===== config.mk =====
export PLATFORM = sky130hd
export DESIGN_NAME = dispatch_top
export DESIGN_NICKNAME = d
export VERILOG_FILES = /design/src/hdl/arb_pkg.sv /design/src/hdl/job_pkg.sv /design/src/hdl/tree_node.sv /design/src/hdl/tag_tree.sv /design/src/hdl/job_fifo.sv /design/src/hdl/dispatch_fsm.sv /design/src/hdl/work_timer.sv /design/src/hdl/worker.sv /design/src/hdl/result_drain.sv /design/src/hdl/dispatch_top.sv
export SDC_FILE = /design/constraint.sdc
export NUM_CORES = 1
export LEC_CHECK = 0
export ABC_CLOCK_PERIOD_IN_PS = 15500
export BUFFER_PORTS_ARGS = -buffer_cell sky130_fd_sc_hd__buf_2
export CELL_PAD_IN_SITES_DETAIL_PLACEMENT = 1
export CELL_PAD_IN_SITES_GLOBAL_PLACEMENT = 2
export CORE_MARGIN = 8
export CORE_UTILIZATION = 50
export CTS_BUF_LIST = sky130_fd_sc_hd__clkbuf_2
export CTS_CLUSTER_SIZE = 14
export DETAILED_ROUTE_END_ITERATION = 10
export GPL_TIMING_DRIVEN = 0
export PLACE_DENSITY = 0.94
export SYNTH_ARGS = -nofsm -noshare
export SYNTH_HDL_FRONTEND = slang
export SYNTH_HIERARCHICAL = 1
export SYNTH_SLANG_ARGS = --single-unit
export TNS_END_PERCENT = 50

===== constraint.sdc =====
create_clock -name clk_i -period 15.5 [get_ports clk_i]
set_input_delay 1.55 -clock clk_i [delete_from_list [all_inputs] [get_ports clk_i]]
set_output_delay 1.55 -clock clk_i [all_outputs]
set_load 0.05 [all_outputs]

===== src/hdl/arb_pkg.sv =====
`default_nettype none

package arb_pkg;

   // Where a tag tree inserts register stages
   typedef enum logic [1:0] {
      DELAY_NONE      = 2'd0,
      // Root level is registered, then every second level below it
      DELAY_ALTERNATE = 2'd1,
      DELAY_ALL       = 2'd2
   } delay_conf_e;

   // Dispatcher FSM states
   typedef enum logic [1:0] {
      DISP_IDLE        = 2'd0,
      DISP_WAIT_WORKER = 2'd1,
      DISP_ISSUE       = 2'd2
   } disp_state_e;

endpackage

`default_nettype wire


===== src/hdl/job_pkg.sv =====
`default_nettype none

package job_pkg;

   localparam int OPERAND_W = 16;
   localparam int JOB_ID_W  = 8;
   localparam int LEN_W     = 4;
   localparam int JOB_W     = 2 + JOB_ID_W + LEN_W + 2 * OPERAND_W;

   typedef enum logic [1:0] {
      OP_ADD = 2'd0,
      OP_SUB = 2'd1,
      OP_XOR = 2'd2,
      OP_MAX = 2'd3
   } opcode_e;

   // Packed job with the opcode in the top bits
   typedef struct packed {
      opcode_e               op;
      logic [JOB_ID_W-1:0]   id;
      logic [LEN_W-1:0]      len;
      logic [OPERAND_W-1:0]  a;
      logic [OPERAND_W-1:0]  b;
   } job_t;

   function automatic logic [OPERAND_W-1:0] calc_result(
      input opcode_e              op,
      input logic [OPERAND_W-1:0] a,
      input logic [OPERAND_W-1:0] b
   );
      case (op)
         OP_ADD:  return a + b;
         OP_SUB:  return a - b;
         OP_XOR:  return a ^ b;
         // Unsigned compare
         OP_MAX:  return (a > b) ? a : b;
         default: return '0;
      endcase
   endfunction

endpackage

`default_nettype wire


===== src/hdl/tree_node.sv =====
`timescale 1ns/1ps
`default_nettype none

module tree_node #(
   parameter int TAG_W        = 2,
   parameter bit ENABLE_DELAY = 1'b0
) (
   input  logic             clk_i,
   input  logic             rst_n_i,
   input  logic [TAG_W-1:0] left_tag_i,
   input  logic             left_rdy_i,
   output logic             left_ack_o,
   input  logic [TAG_W-1:0] right_tag_i,
   input  logic             right_rdy_i,
   output logic             right_ack_o,
   output logic [TAG_W-1:0] tag_o,
   output logic             rdy_o,
   input  logic             ack_i
);

   logic any_rdy;
   logic pick_right;
   logic sel;
   logic steer;
   logic prio_right_q;
   logic locked_q;
   logic lock_sel_q;

   assign any_rdy = left_rdy_i | right_rdy_i;

   // Right child wins a tie only when it was not granted last
   assign pick_right = right_rdy_i & (~left_rdy_i | prio_right_q);

   // Hold the choice while it is on offer so the tag above stays stable
   assign sel = locked_q ? lock_sel_q : pick_right;

   always_ff @(posedge clk_i or negedge rst_n_i) begin
      if (!rst_n_i) begin
         prio_right_q <= 1'b0;
         locked_q     <= 1'b0;
         lock_sel_q   <= 1'b0;
      end else begin
         locked_q   <= any_rdy & ~ack_i;
         lock_sel_q <= sel;
         if (ack_i) begin
            prio_right_q <= ~steer;
         end
      end
   end

   if (ENABLE_DELAY) begin : g_reg
      logic [TAG_W-1:0] tag_q;
      logic             rdy_q;
      logic             sel_q;

      // Offer is withdrawn for one cycle after each grant
      always_ff @(posedge clk_i or negedge rst_n_i) begin
         if (!rst_n_i) begin
            rdy_q <= 1'b0;
            sel_q <= 1'b0;
         end else if (ack_i) begin
            rdy_q <= 1'b0;
         end else begin
            rdy_q <= any_rdy;
            sel_q <= sel;
         end
      end

      always_ff @(posedge clk_i) begin
         if (!ack_i) begin
            tag_q <= sel ? right_tag_i : left_tag_i;
         end
      end

      assign steer = sel_q;
      assign tag_o = tag_q;
      assign rdy_o = rdy_q;
   end else begin : g_comb
      assign steer = sel;
      assign tag_o = sel ? right_tag_i : left_tag_i;
      assign rdy_o = any_rdy;
   end

   assign left_ack_o  = ack_i & ~steer;
   assign right_ack_o = ack_i & steer;

endmodule

`default_nettype wire


===== src/hdl/tag_tree.sv =====
`timescale 1ns/1ps
`default_nettype none

module tag_tree import arb_pkg::*; #(
   parameter int          N_WORKERS  = 4,
   parameter int          TAG_W      = 2,
   parameter delay_conf_e DELAY_CONF = DELAY_ALTERNATE
) (
   input  logic                 clk_i,
   input  logic                 rst_n_i,
   input  logic [N_WORKERS-1:0] rdy_leaf_i,
   output logic [N_WORKERS-1:0] ack_leaf_o,
   output logic [TAG_W-1:0]     tag_o,
   output logic                 rdy_o,
   input  logic                 ack_i
);

   if (N_WORKERS == 1) begin : g_single
      // A single leaf is its own root
      assign tag_o         = '0;
      assign rdy_o         = rdy_leaf_i[0];
      assign ack_leaf_o[0] = ack_i;
   end else begin : g_tree
      localparam int N_IDX = 2 * N_WORKERS - 1;

      // Heap order with the leaves first and the root last
      wire [TAG_W-1:0] tags [N_IDX];
      wire             rdys [N_IDX];
      wire             acks [N_IDX];

      for (genvar k = 0; k < N_WORKERS; k++) begin : g_leaf
         assign tags[k]       = TAG_W'(k);
         assign rdys[k]       = rdy_leaf_i[k];
         assign ack_leaf_o[k] = acks[k];
      end

      for (genvar k = 0; k < N_WORKERS - 1; k++) begin : g_node
         // Odd clog2 of the remaining span marks every second level from the root
         localparam bit NODE_DELAY = (DELAY_CONF == DELAY_ALL) ||
            ((DELAY_CONF == DELAY_ALTERNATE) && ($clog2(N_WORKERS - k) % 2 == 1));

         tree_node #(
            .TAG_W       (TAG_W),
            .ENABLE_DELAY(NODE_DELAY)
         ) u_node (
            .clk_i      (clk_i),
            .rst_n_i    (rst_n_i),
            .left_tag_i (tags[2*k]),
            .left_rdy_i (rdys[2*k]),
            .left_ack_o (acks[2*k]),
            .right_tag_i(tags[2*k+1]),
            .right_rdy_i(rdys[2*k+1]),
            .right_ack_o(acks[2*k+1]),
            .tag_o      (tags[N_WORKERS+k]),
            .rdy_o      (rdys[N_WORKERS+k]),
            .ack_i      (acks[N_WORKERS+k])
         );
      end

      assign tag_o            = tags[N_IDX-1];
      assign rdy_o            = rdys[N_IDX-1];
      assign acks[N_IDX-1]    = ack_i;
   end

endmodule

`default_nettype wire


===== src/hdl/job_fifo.sv =====
`timescale 1ns/1ps
`default_nettype none

module job_fifo import job_pkg::*; #(
   parameter int FIFO_DEPTH = 4
) (
   input  logic             clk_i,
   input  logic             rst_n_i,
   input  logic             push_i,
   input  logic [JOB_W-1:0] job_i,
   input  logic             pop_i,
   output logic [JOB_W-1:0] job_o,
   output logic             rdy_o,
   output logic             drop_o
);

   localparam int PTR_W = (FIFO_DEPTH > 1) ? $clog2(FIFO_DEPTH) : 1;
   localparam int CNT_W = $clog2(FIFO_DEPTH + 1);

   logic [JOB_W-1:0] mem_q [FIFO_DEPTH];
   logic [PTR_W-1:0] wr_ptr_q;
   logic [PTR_W-1:0] rd_ptr_q;
   logic [CNT_W-1:0] count_q;
   logic             full;
   logic             do_push;
   logic             do_pop;

   function automatic logic [PTR_W-1:0] ptr_next(input logic [PTR_W-1:0] ptr);
      return (ptr == PTR_W'(FIFO_DEPTH - 1)) ? '0 : ptr + 1'b1;
   endfunction

   assign full    = (count_q == CNT_W'(FIFO_DEPTH));
   assign do_push = push_i & ~full;
   assign do_pop  = pop_i & rdy_o;
   assign rdy_o   = (count_q != '0);
   assign job_o   = mem_q[rd_ptr_q];

   always_ff @(posedge clk_i) begin
      if (do_push) begin
         mem_q[wr_ptr_q] <= job_i;
      end
   end

   always_ff @(posedge clk_i or negedge rst_n_i) begin
      if (!rst_n_i) begin
         wr_ptr_q <= '0;
         rd_ptr_q <= '0;
         count_q  <= '0;
         drop_o   <= 1'b0;
      end else begin
         // A job arriving at a full queue is lost, only the strobe remains
         drop_o <= push_i & full;
         if (do_push) begin
            wr_ptr_q <= ptr_next(wr_ptr_q);
         end
         if (do_pop) begin
            rd_ptr_q <= ptr_next(rd_ptr_q);
         end
         case ({do_push, do_pop})
            2'b10:   count_q <= count_q + 1'b1;
            2'b01:   count_q <= count_q - 1'b1;
            default: count_q <= count_q;
         endcase
      end
   end

endmodule

`default_nettype wire


===== src/hdl/dispatch_fsm.sv =====
`timescale 1ns/1ps
`default_nettype none

module dispatch_fsm import arb_pkg::*, job_pkg::*; #(
   parameter int N_WORKERS = 4,
   parameter int TAG_W     = 2
) (
   input  logic                 clk_i,
   input  logic                 rst_n_i,
   input  logic                 fifo_rdy_i,
   input  logic [JOB_W-1:0]     fifo_job_i,
   output logic                 fifo_pop_o,
   input  logic                 idle_rdy_i,
   input  logic [TAG_W-1:0]     idle_tag_i,
   output logic                 idle_ack_o,
   output logic [N_WORKERS-1:0] start_o,
   output logic [JOB_W-1:0]     start_job_o
);

   disp_state_e      state_q;
   disp_state_e      state_d;
   logic [JOB_W-1:0] job_q;
   logic             issue;

   always_comb begin
      state_d = state_q;
      case (state_q)
         DISP_IDLE: begin
            if (fifo_rdy_i) begin
               state_d = idle_rdy_i ? DISP_ISSUE : DISP_WAIT_WORKER;
            end
         end
         DISP_WAIT_WORKER: begin
            if (idle_rdy_i) begin
               state_d = DISP_ISSUE;
            end
         end
         // Back to idle after every issue, so one job per two cycles at most
         DISP_ISSUE: state_d = DISP_IDLE;
         default:    state_d = DISP_IDLE;
      endcase
   end

   always_ff @(posedge clk_i or negedge rst_n_i) begin
      if (!rst_n_i) begin
         state_q <= DISP_IDLE;
      end else begin
         state_q <= state_d;
      end
   end

   // Head job is held here while a worker is found
   always_ff @(posedge clk_i) begin
      if (fifo_pop_o) begin
         job_q <= fifo_job_i;
      end
   end

   assign fifo_pop_o  = (state_q == DISP_IDLE) & fifo_rdy_i;
   assign issue       = (state_q == DISP_ISSUE);
   assign idle_ack_o  = issue;
   assign start_o     = issue ? (N_WORKERS'(1) << idle_tag_i) : '0;
   assign start_job_o = job_q;

endmodule

`default_nettype wire


===== src/hdl/work_timer.sv =====
`timescale 1ns/1ps
`default_nettype none

module work_timer import job_pkg::*; (
   input  logic             clk_i,
   input  logic             rst_n_i,
   input  logic             load_i,
   input  logic [LEN_W-1:0] len_i,
   output logic             expired_o
);

   logic [LEN_W-1:0] count_q;
   logic             running_q;

   assign expired_o = running_q & (count_q == '0);

   always_ff @(posedge clk_i or negedge rst_n_i) begin
      if (!rst_n_i) begin
         count_q   <= '0;
         running_q <= 1'b0;
      end else if (load_i) begin
         count_q   <= len_i;
         running_q <= 1'b1;
      end else if (running_q) begin
         // Stops itself once the zero count has been seen
         if (count_q == '0) begin
            running_q <= 1'b0;
         end else begin
            count_q <= count_q - 1'b1;
         end
      end
   end

endmodule

`default_nettype wire


===== src/hdl/worker.sv =====
`timescale 1ns/1ps
`default_nettype none

module worker import job_pkg::*; (
   input  logic                 clk_i,
   input  logic                 rst_n_i,
   input  logic                 start_i,
   input  logic [JOB_W-1:0]     job_i,
   output logic                 idle_rdy_o,
   output logic                 done_rdy_o,
   input  logic                 done_ack_i,
   output logic [JOB_ID_W-1:0]  res_id_o,
   output logic [OPERAND_W-1:0] res_data_o
);

   typedef enum logic [1:0] {
      W_IDLE = 2'd0,
      W_BUSY = 2'd1,
      W_DONE = 2'd2
   } wstate_e;

   wstate_e              state_q;
   job_t                 job_in;
   job_t                 job_q;
   logic [OPERAND_W-1:0] res_q;
   logic                 accept;
   logic                 expired;

   assign job_in = job_t'(job_i);
   assign accept = start_i & (state_q == W_IDLE);

   work_timer u_timer (
      .clk_i    (clk_i),
      .rst_n_i  (rst_n_i),
      .load_i   (accept),
      .len_i    (job_in.len),
      .expired_o(expired)
   );

   always_ff @(posedge clk_i or negedge rst_n_i) begin
      if (!rst_n_i) begin
         state_q <= W_IDLE;
      end else begin
         case (state_q)
            W_IDLE:  if (accept) state_q <= W_BUSY;
            W_BUSY:  if (expired) state_q <= W_DONE;
            W_DONE:  if (done_ack_i) state_q <= W_IDLE;
            default: state_q <= W_IDLE;
         endcase
      end
   end

   always_ff @(posedge clk_i) begin
      if (accept) begin
         job_q <= job_in;
      end
      if (expired) begin
         res_q <= calc_result(job_q.op, job_q.a, job_q.b);
      end
   end

   assign idle_rdy_o = (state_q == W_IDLE);
   assign done_rdy_o = (state_q == W_DONE);
   assign res_id_o   = job_q.id;
   assign res_data_o = res_q;

endmodule

`default_nettype wire


===== src/hdl/result_drain.sv =====
`timescale 1ns/1ps
`default_nettype none

module result_drain import job_pkg::*; #(
   parameter int N_WORKERS = 4,
   parameter int TAG_W     = 2
) (
   input  logic                                 clk_i,
   input  logic                                 rst_n_i,
   input  logic                                 done_rdy_i,
   input  logic [TAG_W-1:0]                     done_tag_i,
   output logic                                 done_ack_o,
   input  logic [N_WORKERS-1:0][JOB_ID_W-1:0]   worker_id_i,
   input  logic [N_WORKERS-1:0][OPERAND_W-1:0]  worker_data_i,
   output logic                                 res_valid_o,
   output logic [JOB_ID_W-1:0]                  res_id_o,
   output logic [OPERAND_W-1:0]                 res_data_o,
   output logic [TAG_W-1:0]                     res_worker_o
);

   // No back-pressure downstream, so any offer is taken at once
   assign done_ack_o = done_rdy_i;

   always_ff @(posedge clk_i or negedge rst_n_i) begin
      if (!rst_n_i) begin
         res_valid_o <= 1'b0;
      end else begin
         res_valid_o <= done_rdy_i;
      end
   end

   always_ff @(posedge clk_i) begin
      if (done_rdy_i) begin
         res_id_o     <= worker_id_i[done_tag_i];
         res_data_o   <= worker_data_i[done_tag_i];
         res_worker_o <= done_tag_i;
      end
   end

endmodule

`default_nettype wire


===== src/hdl/dispatch_top.sv =====
`timescale 1ns/1ps
`default_nettype none

module dispatch_top import arb_pkg::*, job_pkg::*; #(
   parameter int          N_WORKERS  = 4,
   parameter int          FIFO_DEPTH = 4,
   parameter delay_conf_e DELAY_CONF = DELAY_ALTERNATE,
   localparam int         TAG_W      = (N_WORKERS > 1) ? $clog2(N_WORKERS) : 1
) (
   input  logic                 clk_i,
   input  logic                 rst_n_i,
   input  logic                 job_valid_i,
   input  logic [JOB_W-1:0]     job_i,
   output logic                 res_valid_o,
   output logic [JOB_ID_W-1:0]  res_id_o,
   output logic [OPERAND_W-1:0] res_data_o,
   output logic [TAG_W-1:0]     res_worker_o,
   output logic                 drop_o
);

   logic                                fifo_rdy;
   logic                                fifo_pop;
   logic [JOB_W-1:0]                    fifo_job;
   logic [N_WORKERS-1:0]                idle_rdy_leaf;
   logic [N_WORKERS-1:0]                idle_ack_leaf;
   logic                                idle_rdy;
   logic                                idle_ack;
   logic [TAG_W-1:0]                    idle_tag;
   logic [N_WORKERS-1:0]                start;
   logic [JOB_W-1:0]                    start_job;
   logic [N_WORKERS-1:0]                done_rdy_leaf;
   logic [N_WORKERS-1:0]                done_ack_leaf;
   logic                                done_rdy;
   logic                                done_ack;
   logic [TAG_W-1:0]                    done_tag;
   logic [N_WORKERS-1:0][JOB_ID_W-1:0]  worker_id;
   logic [N_WORKERS-1:0][OPERAND_W-1:0] worker_data;

   job_fifo #(
      .FIFO_DEPTH(FIFO_DEPTH)
   ) u_fifo (
      .clk_i  (clk_i),
      .rst_n_i(rst_n_i),
      .push_i (job_valid_i),
      .job_i  (job_i),
      .pop_i  (fifo_pop),
      .job_o  (fifo_job),
      .rdy_o  (fifo_rdy),
      .drop_o (drop_o)
   );

   dispatch_fsm #(
      .N_WORKERS(N_WORKERS),
      .TAG_W    (TAG_W)
   ) u_fsm (
      .clk_i      (clk_i),
      .rst_n_i    (rst_n_i),
      .fifo_rdy_i (fifo_rdy),
      .fifo_job_i (fifo_job),
      .fifo_pop_o (fifo_pop),
      .idle_rdy_i (idle_rdy),
      .idle_tag_i (idle_tag),
      .idle_ack_o (idle_ack),
      .start_o    (start),
      .start_job_o(start_job)
   );

   // Idle tree picks the worker for the next job
   tag_tree #(
      .N_WORKERS (N_WORKERS),
      .TAG_W     (TAG_W),
      .DELAY_CONF(DELAY_CONF)
   ) u_idle_tree (
      .clk_i     (clk_i),
      .rst_n_i   (rst_n_i),
      .rdy_leaf_i(idle_rdy_leaf),
      .ack_leaf_o(idle_ack_leaf),
      .tag_o     (idle_tag),
      .rdy_o     (idle_rdy),
      .ack_i     (idle_ack)
   );

   for (genvar k = 0; k < N_WORKERS; k++) begin : g_worker
      // Start reaches a worker only together with its idle grant
      worker u_worker (
         .clk_i     (clk_i),
         .rst_n_i   (rst_n_i),
         .start_i   (start[k] & idle_ack_leaf[k]),
         .job_i     (start_job),
         .idle_rdy_o(idle_rdy_leaf[k]),
         .done_rdy_o(done_rdy_leaf[k]),
         .done_ack_i(done_ack_leaf[k]),
         .res_id_o  (worker_id[k]),
         .res_data_o(worker_data[k])
      );
   end

   // Done tree picks which finished result leaves next
   tag_tree #(
      .N_WORKERS (N_WORKERS),
      .TAG_W     (TAG_W),
      .DELAY_CONF(DELAY_CONF)
   ) u_done_tree (
      .clk_i     (clk_i),
      .rst_n_i   (rst_n_i),
      .rdy_leaf_i(done_rdy_leaf),
      .ack_leaf_o(done_ack_leaf),
      .tag_o     (done_tag),
      .rdy_o     (done_rdy),
      .ack_i     (done_ack)
   );

   result_drain #(
      .N_WORKERS(N_WORKERS),
      .TAG_W    (TAG_W)
   ) u_drain (
      .clk_i        (clk_i),
      .rst_n_i      (rst_n_i),
      .done_rdy_i   (done_rdy),
      .done_tag_i   (done_tag),
      .done_ack_o   (done_ack),
      .worker_id_i  (worker_id),
      .worker_data_i(worker_data),
      .res_valid_o  (res_valid_o),
      .res_id_o     (res_id_o),
      .res_data_o   (res_data_o),
      .res_worker_o (res_worker_o)
   );

endmodule

`default_nettype wire


==> metrics.txt, run 1 <==
Min-Delay Path Class input pin to asynchronous set/reset pin; I/O pin count a little under 80; prevailing post-synth register cell edfxtp_1; Clock Pin Slew Worst Setup and Hold Paths 0.10 ns; pin count of the biggest net entering global routing 60; Design Power 0.004346 W; cell taking the most area after synthesis edfxtp_1; flops & latches, synth 551; number of flops mapped to enable cells by yosys approximately 500; fmax 246.4 MHz; # H-tree levels 4; Routed WL per cell between 20 and 30 um; ys async rst share between 10% and 20%; Relative slew margins between 10% and 20%; postcts setup bufs 0; vias in the first global route between 20000 and 25000; unrepaired setup endpoints after global routing false; Final Hold Viols 0; Clock Path Buffers 3; TritonCTS clock tree done; DR vias/cell 6.087; GP Congestion between 0.9 and 1; Seq/Total Area, Yosys 56.39%; area of the multi-input gates approximately 0.011 sq mm; nets@finish roughly 2700; top cells by area, synth edfxtp_1 51%, ha_1 5.8%, mux4_2 5.4%, dfrtp_1 5.1%, a21oi_1 2.2%; clk_lat worst skew around 1.4 ns; Cell Area, Synth about 0.029 sq mm; Mean Syn Cell Area 13.04 sq um; clk root buf clkbuf_2; Leak about 12 nW; Routed Antenna Nets 0; via count approximately 20000; Filler Cell Count between 5000 and 6000; final-report max-slew violation count 0; Die Span Y 256.1 um; status finished, final reports clean; Crit path required time around 16 ns; antenna violations before repair 24; DP Wirelength 62750 um; Detailed Routing Iterations Pass 1 5; R2R cell count 10; CP Max Fanout 10; DIE AREA 0.06557 sq mm; Iter 0 DRT Violations between 1500 and 2000; worst r2r dst g_worker[1].u_worker/res_data_o[8]$_DFFE_PP_; min Tclk post-route between 4 and 5 ns; row cnt between 80 and 90; TritonCTS Buffers between 100 and 150; final WL about 87000 um; kind of start point of the critical path flop; cell count after synthesis 2209; post-CTS sizing 0; Synth Warn # 6; CP Class flop to flop; Total Neg Setup Slack 0 ns; PD cells about 140 mW/mm^2; Die Wd between 200 and 300 um; worst clock skew approximately 0.10 ns; layout cell share with drive strength beyond 1 ~23%; Worst-Margin Slew approximately 1.3 ns; Area Growth Syn to Fin 10.36%; GRT Overall Usage about a quarter; r2r startpoint g_worker[1].u_worker/job_q[0]$_DFFE_PP_; launch point of the worst path g_worker[1].u_worker/job_q[0]$_DFFE_PP_; VDD IR max approximately 120 uV; sequential cell area ~0.016 sq mm; Starting Density 50.23%; Port Buffers 76; r2r setup slk around 11 ns; setup violators final 0; Worst EP arrival between 5 and 6 ns; post-synth top area share between 50% and 60%; first-pass GRT wire length 131500 um; number of remaining DRC errors 0; crit end category flop; Synth cell types 95; core area 0.05737 sq mm; Max Cap Viol 0; GR Overflow Total 0; CP endpoint g_worker[1].u_worker/res_data_o[8]$_DFFE_PP_; # clock sinks around 550; hold buffer count at CTS 0; Final Cycle Share between 20% and 30%
[report_power, final]
| group | internal (W) | switching, W |
|---|---|---|
| registers | 0.00201 | 0.000340 |
| logic | 0.000431 | 0.000569 |
| clock network | 0.000376 | 0.000616 |
| total | 0.00282 | 0.00153 |
[how the worst min path moves through the flow]
stage / startpoint / to / slack (ns) / depth (start not counted)
finish: rst_n_i / u_idle_tree/g_tree.g_node[0].u_node/locked_q$_DFF_PN0_ / 0.31 / 1
global route: rst_n_i / u_fifo/wr_ptr_q[1]$_DFFE_PN0P_ / 0.24 / 1
CTS: job_i[16] / u_fifo/mem_q[0][16]$_DFFE_PP_ / 0.25 / 1
detailed placement: u_done_tree/g_tree.g_node[2].u_node/tag_o[1]$_DFFE_PN_ / u_drain/res_worker_o[1]$_DFFE_PP_ / 0.45 / 0
global placement: u_done_tree/g_tree.g_node[2].u_node/tag_o[1]$_DFFE_PN_ / u_drain/res_worker_o[1]$_DFFE_PP_ / 0.44 / 0
floorplan: u_done_tree/g_tree.g_node[2].u_node/tag_o[1]$_DFFE_PN_ / u_drain/res_worker_o[1]$_DFFE_PP_ / 0.42 / 0
[flip-flops by register name, summed over array words and instances, names as in the netlist, 3 cells and up]
signal	count
g_worker.u_worker/u_timer/count_q	16
u_done_tree/g_tree.g_node.u_node/prio_right_q	3
u_drain/res_data_o	16
g_worker.u_worker/res_id_o	32
u_idle_tree/g_tree.g_node.u_node/lock_sel_q	3
u_fifo/count_q	3
g_worker.u_worker/state_q	8
u_drain/res_id_o	8
u_fifo/mem_q	184
u_fsm/start_job_o	46
g_worker.u_worker/res_data_o	64
g_worker.u_worker/u_timer/running_q	4
u_done_tree/g_tree.g_node.u_node/lock_sel_q	3
g_worker.u_worker/job_q	136
u_idle_tree/g_tree.g_node.u_node/prio_right_q	3
[cell usage in the layout, fill, tap and decap left out, drive strengths merged, types with 35 or more instances in the layout]
cell    count
mux2i      43
ha        134
o211ai     38
buf       179
nor2      135
edfxtp    492
inv       170
a21oi     129
nor2b      35
dfrtp      59
a211oi     39
nand2     106
o21ai     116
clkbuf    268
mux4       73
clkinv     38
nor3       39
[critical path, cell delays in order, from the launching register on]
cell and delay (ns):
edfxtp_1 0.42, ha_1 0.26, fa_1 0.42, nand2b_4 0.17
a2111oi_4 0.46, o31a_1 0.24, o21ai_2 0.09, a32oi_4 0.39
buf_2 0.39, mux2i_1 0.12, o21ai_0 0.75
[stage by stage]
stage               instances  hold WS [ns]  worst slack (ns)  utilization [%]  area [sq um]
floorplan                2221        0.4244             9.921                -         28860
global placement         3062        0.4355             6.837            52.64         30200
detailed placement       3079        0.4456             11.54            53.19         30510
CTS                      3330        0.2455             11.49            55.39         31780
global route             3339        0.2429             11.38            55.44         31800
finish                   3339        0.3095             11.44            55.44         31800
[cells in the mapped netlist (all sizes together), types with 12 or more instances]
cell type / n
nor2: 135
and3: 16
clkbuf: 62
or3: 15
nor3b: 15
nor3: 39
inv: 166
buf: 86
nand4: 20
o21a: 13
o21ai: 116
ha: 134
o31ai: 20
nor2b: 35
and2: 29
o311ai: 12
nand2b: 27
nand2: 106
a211oi: 39
a32oi: 13
edfxtp: 492
mux2i: 43
a21oi: 129
mux2: 20
o211ai: 38
a21o: 23
mux4: 73
dfrtp: 59
[area by class of cell]
| class | instances | share of cell area (%) |
|---|---|---|
| diodes | 9 | 0.07082 |
| flip-flops and latches | 551 | 51.10 |
| inverters | 169 | 2.003 |
| multi-input cells | 1353 | 35.03 |
| clock inverters | 45 | 0.7318 |
| well taps | 765 | 3.010 |
| repair buffers | 93 | 2.113 |
| clock buffers | 206 | 3.242 |
| plain buffers | 148 | 2.699 |
[logic make-up (layout without fill, tap and decap cells)]
kind of cell | count (synthesis) | in the layout | share of synthesized area (%)
compound gates | 546 | 546 | 13.82
xor+xnor | 14 | 14 | 0.4255
fa+ha+maj | 143 | 143 | 6.443
buf+inv | 317 | 661 | 5.189
flops | 551 | 551 | 56.39
mux | 136 | 136 | 8.189
other cells | 4 | 25 | 0.05209
simple gates | 498 | 498 | 9.487
[layer usage]
layer,GRT usage (%),routed length [um],up-vias
li1,-,-,8968
met1,33.68,35590,10280
met2,43.43,42000,880
met3,5.224,6542,198
met4,10.98,3142,2
met5,0,13,-
Power figures use the tool's default switching activity.
==> inputs of run 2 (changes only) <==
Settings changed: ABC_CLOCK_PERIOD_IN_PS 15500 to 3350, CORE_UTILIZATION 50 to 42, PLACE_DENSITY 0.94 to 0.85.
Clock period 15.5 ns to 3.35 ns, I/O delays scaled along.
==> run 2 against run 1 <==
Compared with the run above:
- non-clock buffer count is 112 higher
- clock power rose to 5.0 times the previous value
- sequential power rose to 4.7 times the previous value
- wire length grew 8.2%
- combinational power rose to 4.8 times the previous value
- cell count grew 7.1%
- critical path type unchanged
==> metrics.txt, run 2 (synthesis gave the netlist of run 1 again) <==
status finished, final reports clean (unchanged); Detailed Routing Iterations Pass 1 7 (was 5); nets@finish 2764 (was 2654); antenna violations before repair 20 (was 24); DP Wirelength 63140 um (was 62750 um); sw power 0.007551 W (was 0.001526 W); Regs by FF count u_fifo/mem_q x184, g_worker.u_worker/job_q x136, g_worker.u_worker/res_data_o x64 (unchanged); row cnt 96 (was 88); most common cell after layout, fill and taps aside edfxtp_1 (unchanged); launch point of the worst path g_worker[1].u_worker/job_q[0]$_DFFE_PP_ (unchanged); unrepaired setup endpoints after global routing true (was false); min Tclk post-route 3.314 ns (was 4.058 ns); I/O pin count 77 (unchanged); Crit path required time 4.42 ns (was 16.48 ns); final WL 94430 um (was 87290 um); number of remaining DRC errors 0 (unchanged); commonest non-fill, non-tap cells in the layout 492 x edfxtp_1, 193 x clkbuf_2, 165 x inv_1 (was 492 x edfxtp_1, 206 x clkbuf_2, 165 x inv_1); TritonCTS clock tree done (unchanged); min-delay src job_i[42]; Worst-Margin Slew 1.107 ns (was 1.321 ns); DR vias/cell 5.826 (was 6.087); PD cells 626.3 mW/mm^2 (was 136.7 mW/mm^2); Reg with most FFs u_fifo/mem_q (unchanged); core area 0.06823 sq mm (was 0.05737 sq mm); sequential cell area 0.01625 sq mm (about the same); clk root buf clkbuf_2 (unchanged); Routed WL per cell 26.41 um (was 26.14 um); Iter 0 DRT Violations 1902 (was 1813); combinational power share 23.2% (was 23.0%); Relative slew margins 25.90% (was 11.93%); via count 20830 (was 20330); Clock Pin Slew Worst Setup and Hold Paths 0.11 ns (was 0.10 ns); DIE AREA 0.07725 sq mm (was 0.06557 sq mm); Starting Density 42.24% (was 50.23%); TritonCTS Buffers 144 (was 146); Seq pwr share 53.1% (was 54.2%); GRT Overall Usage 24.07% (was 26.29%); kind of start point of the critical path flop (unchanged); Filler Cell Count 7097 (was 5907); fmax 301.7 MHz (was 246.4 MHz); r2r startpoint g_worker[1].u_worker/job_q[0]$_DFFE_PP_ (unchanged); vias in the first global route 22100 (was 21690); Area Growth Syn to Fin 15.58% (was 10.36%); VDD IR max 444.3 uV (was 124.4 uV); Port Buffers 76 (unchanged); Fin Hold WS 0.3316 ns (was 0.3095 ns); clk_lat worst skew 1.40 ns (was 1.36 ns); Max Cap Viol 0 (unchanged); area of the multi-input gates 0.01124 sq mm (was 0.01114 sq mm); CP Class flop to flop (unchanged); Die Wd 277.9 um (was 256.1 um); Worst EP arrival 4.39 ns (was 5.04 ns); Routed Antenna Nets 0 (unchanged); GR Overflow Total 0 (unchanged); Total Neg Setup Slack 0 ns (unchanged); max reg flops 184 (unchanged); setup violators final 0 (unchanged); Int Pwr 0.01331 W (was 0.002821 W); Leak 12.77 nW (was 12.19 nW); final-report max-slew violation count 0 (unchanged); Clock power frac 23.7% (was 22.8%); crit end category flop (unchanged); Clock Path Buffers 3 (unchanged); first-pass GRT wire length 140800 um (was 131500 um); # H-tree levels 4 (unchanged); Final Hold Viols 0 (unchanged); Min-Delay Path Class input pin to flop (was input pin to asynchronous set/reset pin); GP Congestion 0.8842 (was 0.9170); CP Max Fanout 7 (was 10); # clock sinks 551 (unchanged); Final Cycle Share 98.94% (was 26.18%); worst clock skew 0.1360 ns (was 0.09990 ns); switching portion of total power 36.20% (was 35.10%); Die Span Y 277.9 um (was 256.1 um); layout cell share with drive strength beyond 1 22.52% (was 22.57%); pin count of the biggest net entering global routing 60 (unchanged)
-- run 2: final timing paths --
path | depth (start not counted) | slack [ns] | end
max | 11 | 0.04 | g_worker[1].u_worker/res_data_o[7]$_DFFE_PP_
min | 3 | 0.33 | u_fifo/mem_q[3][42]$_DFFE_PP_
max reg2reg | 11 | 0.04 | g_worker[1].u_worker/res_data_o[7]$_DFFE_PP_
min reg2reg | 1 | 0.47 | g_worker[0].u_worker/state_q[0]$_DFFE_PN0P_
max in group asynchronous | 5 | 2.41 | u_done_tree/g_tree.g_node[2].u_node/lock_sel_q$_DFF_PN0_
min in group asynchronous | 5 | 0.57 | g_worker[1].u_worker/u_timer/running_q$_DFF_PN0_
-- run 2: critical path, stage by stage, from the launching register on --
cell and delay [ns]:
edfxtp_1 0.43, ha_1 0.26, fa_2 0.36, nand2b_4 0.17, a2111oi_4 0.36, o31a_1 0.23, o21ai_2 0.09, a32oi_4 0.36
buf_8 0.18, mux2i_2 0.23, o32ai_1 0.12, a21o_1 0.27
-- run 2: area by class of cell --
| cell class | instances | area share [%] |
|---|---|---|
| sequential | 551 | 48.80 |
| multi-input combinational | 1353 | 33.75 |
| timing repair buffer | 205 | 5.440 |
| tap | 882 | 3.313 |
| clock buffer | 193 | 2.900 |
| buffer | 148 | 2.667 |
| inverter | 169 | 1.912 |
| clock inverter | 63 | 1.138 |
| antenna | 11 | 0.08265 |
-- run 2: repair_timing --
item	in CTS	in global routing
resized for setup	14	12
pin swaps	3	8
hold buffers	98	0
setup buffers	4	12
hold endpoints to repair	378	0
endpoints found under the setup margin	33	21
-- run 2: layer usage --
metal | vias up | global-route usage [%] | wire [um]
met4 | 6 | 10.20 | 3167
met2 | 812 | 39.58 | 45790
met3 | 189 | 5.151 | 6718
met1 | 10620 | 30.74 | 38710
met5 | - | 0 | 41
li1 | 9199 | - | -
-- run 2: per-stage QoR --
stage	setup slack (ns)	instances	util (%)	cell area [sq um]	total power, W
after floorplan	0.1652	2221	-	28870	0.01320
after global placement	-1.236	3179	44.49	30360	0.01527
after detailed placement	-0.4984	3194	44.97	30680	0.01580
after CTS	0.01571	3552	48.55	33120	0.02075
after global routing	-0.001578	3566	48.78	33280	0.02169
final	0.03552	3575	48.82	33310	0.02086
-- run 2: power groups by stage --
| stage | Clock (W) | Combinational, W | Sequential (W) |
|---|---|---|---|
| finish | 0.00493 | 0.00484 | 0.0111 |
| global route | 0.00539 | 0.00519 | 0.0111 |
| CTS | 0.00498 | 0.00476 | 0.0110 |
| detailed placement | 0 | 0.00464 | 0.0112 |
| global placement | 0 | 0.00418 | 0.0111 |
| floorplan | 0 | 0.00308 | 0.0101 |
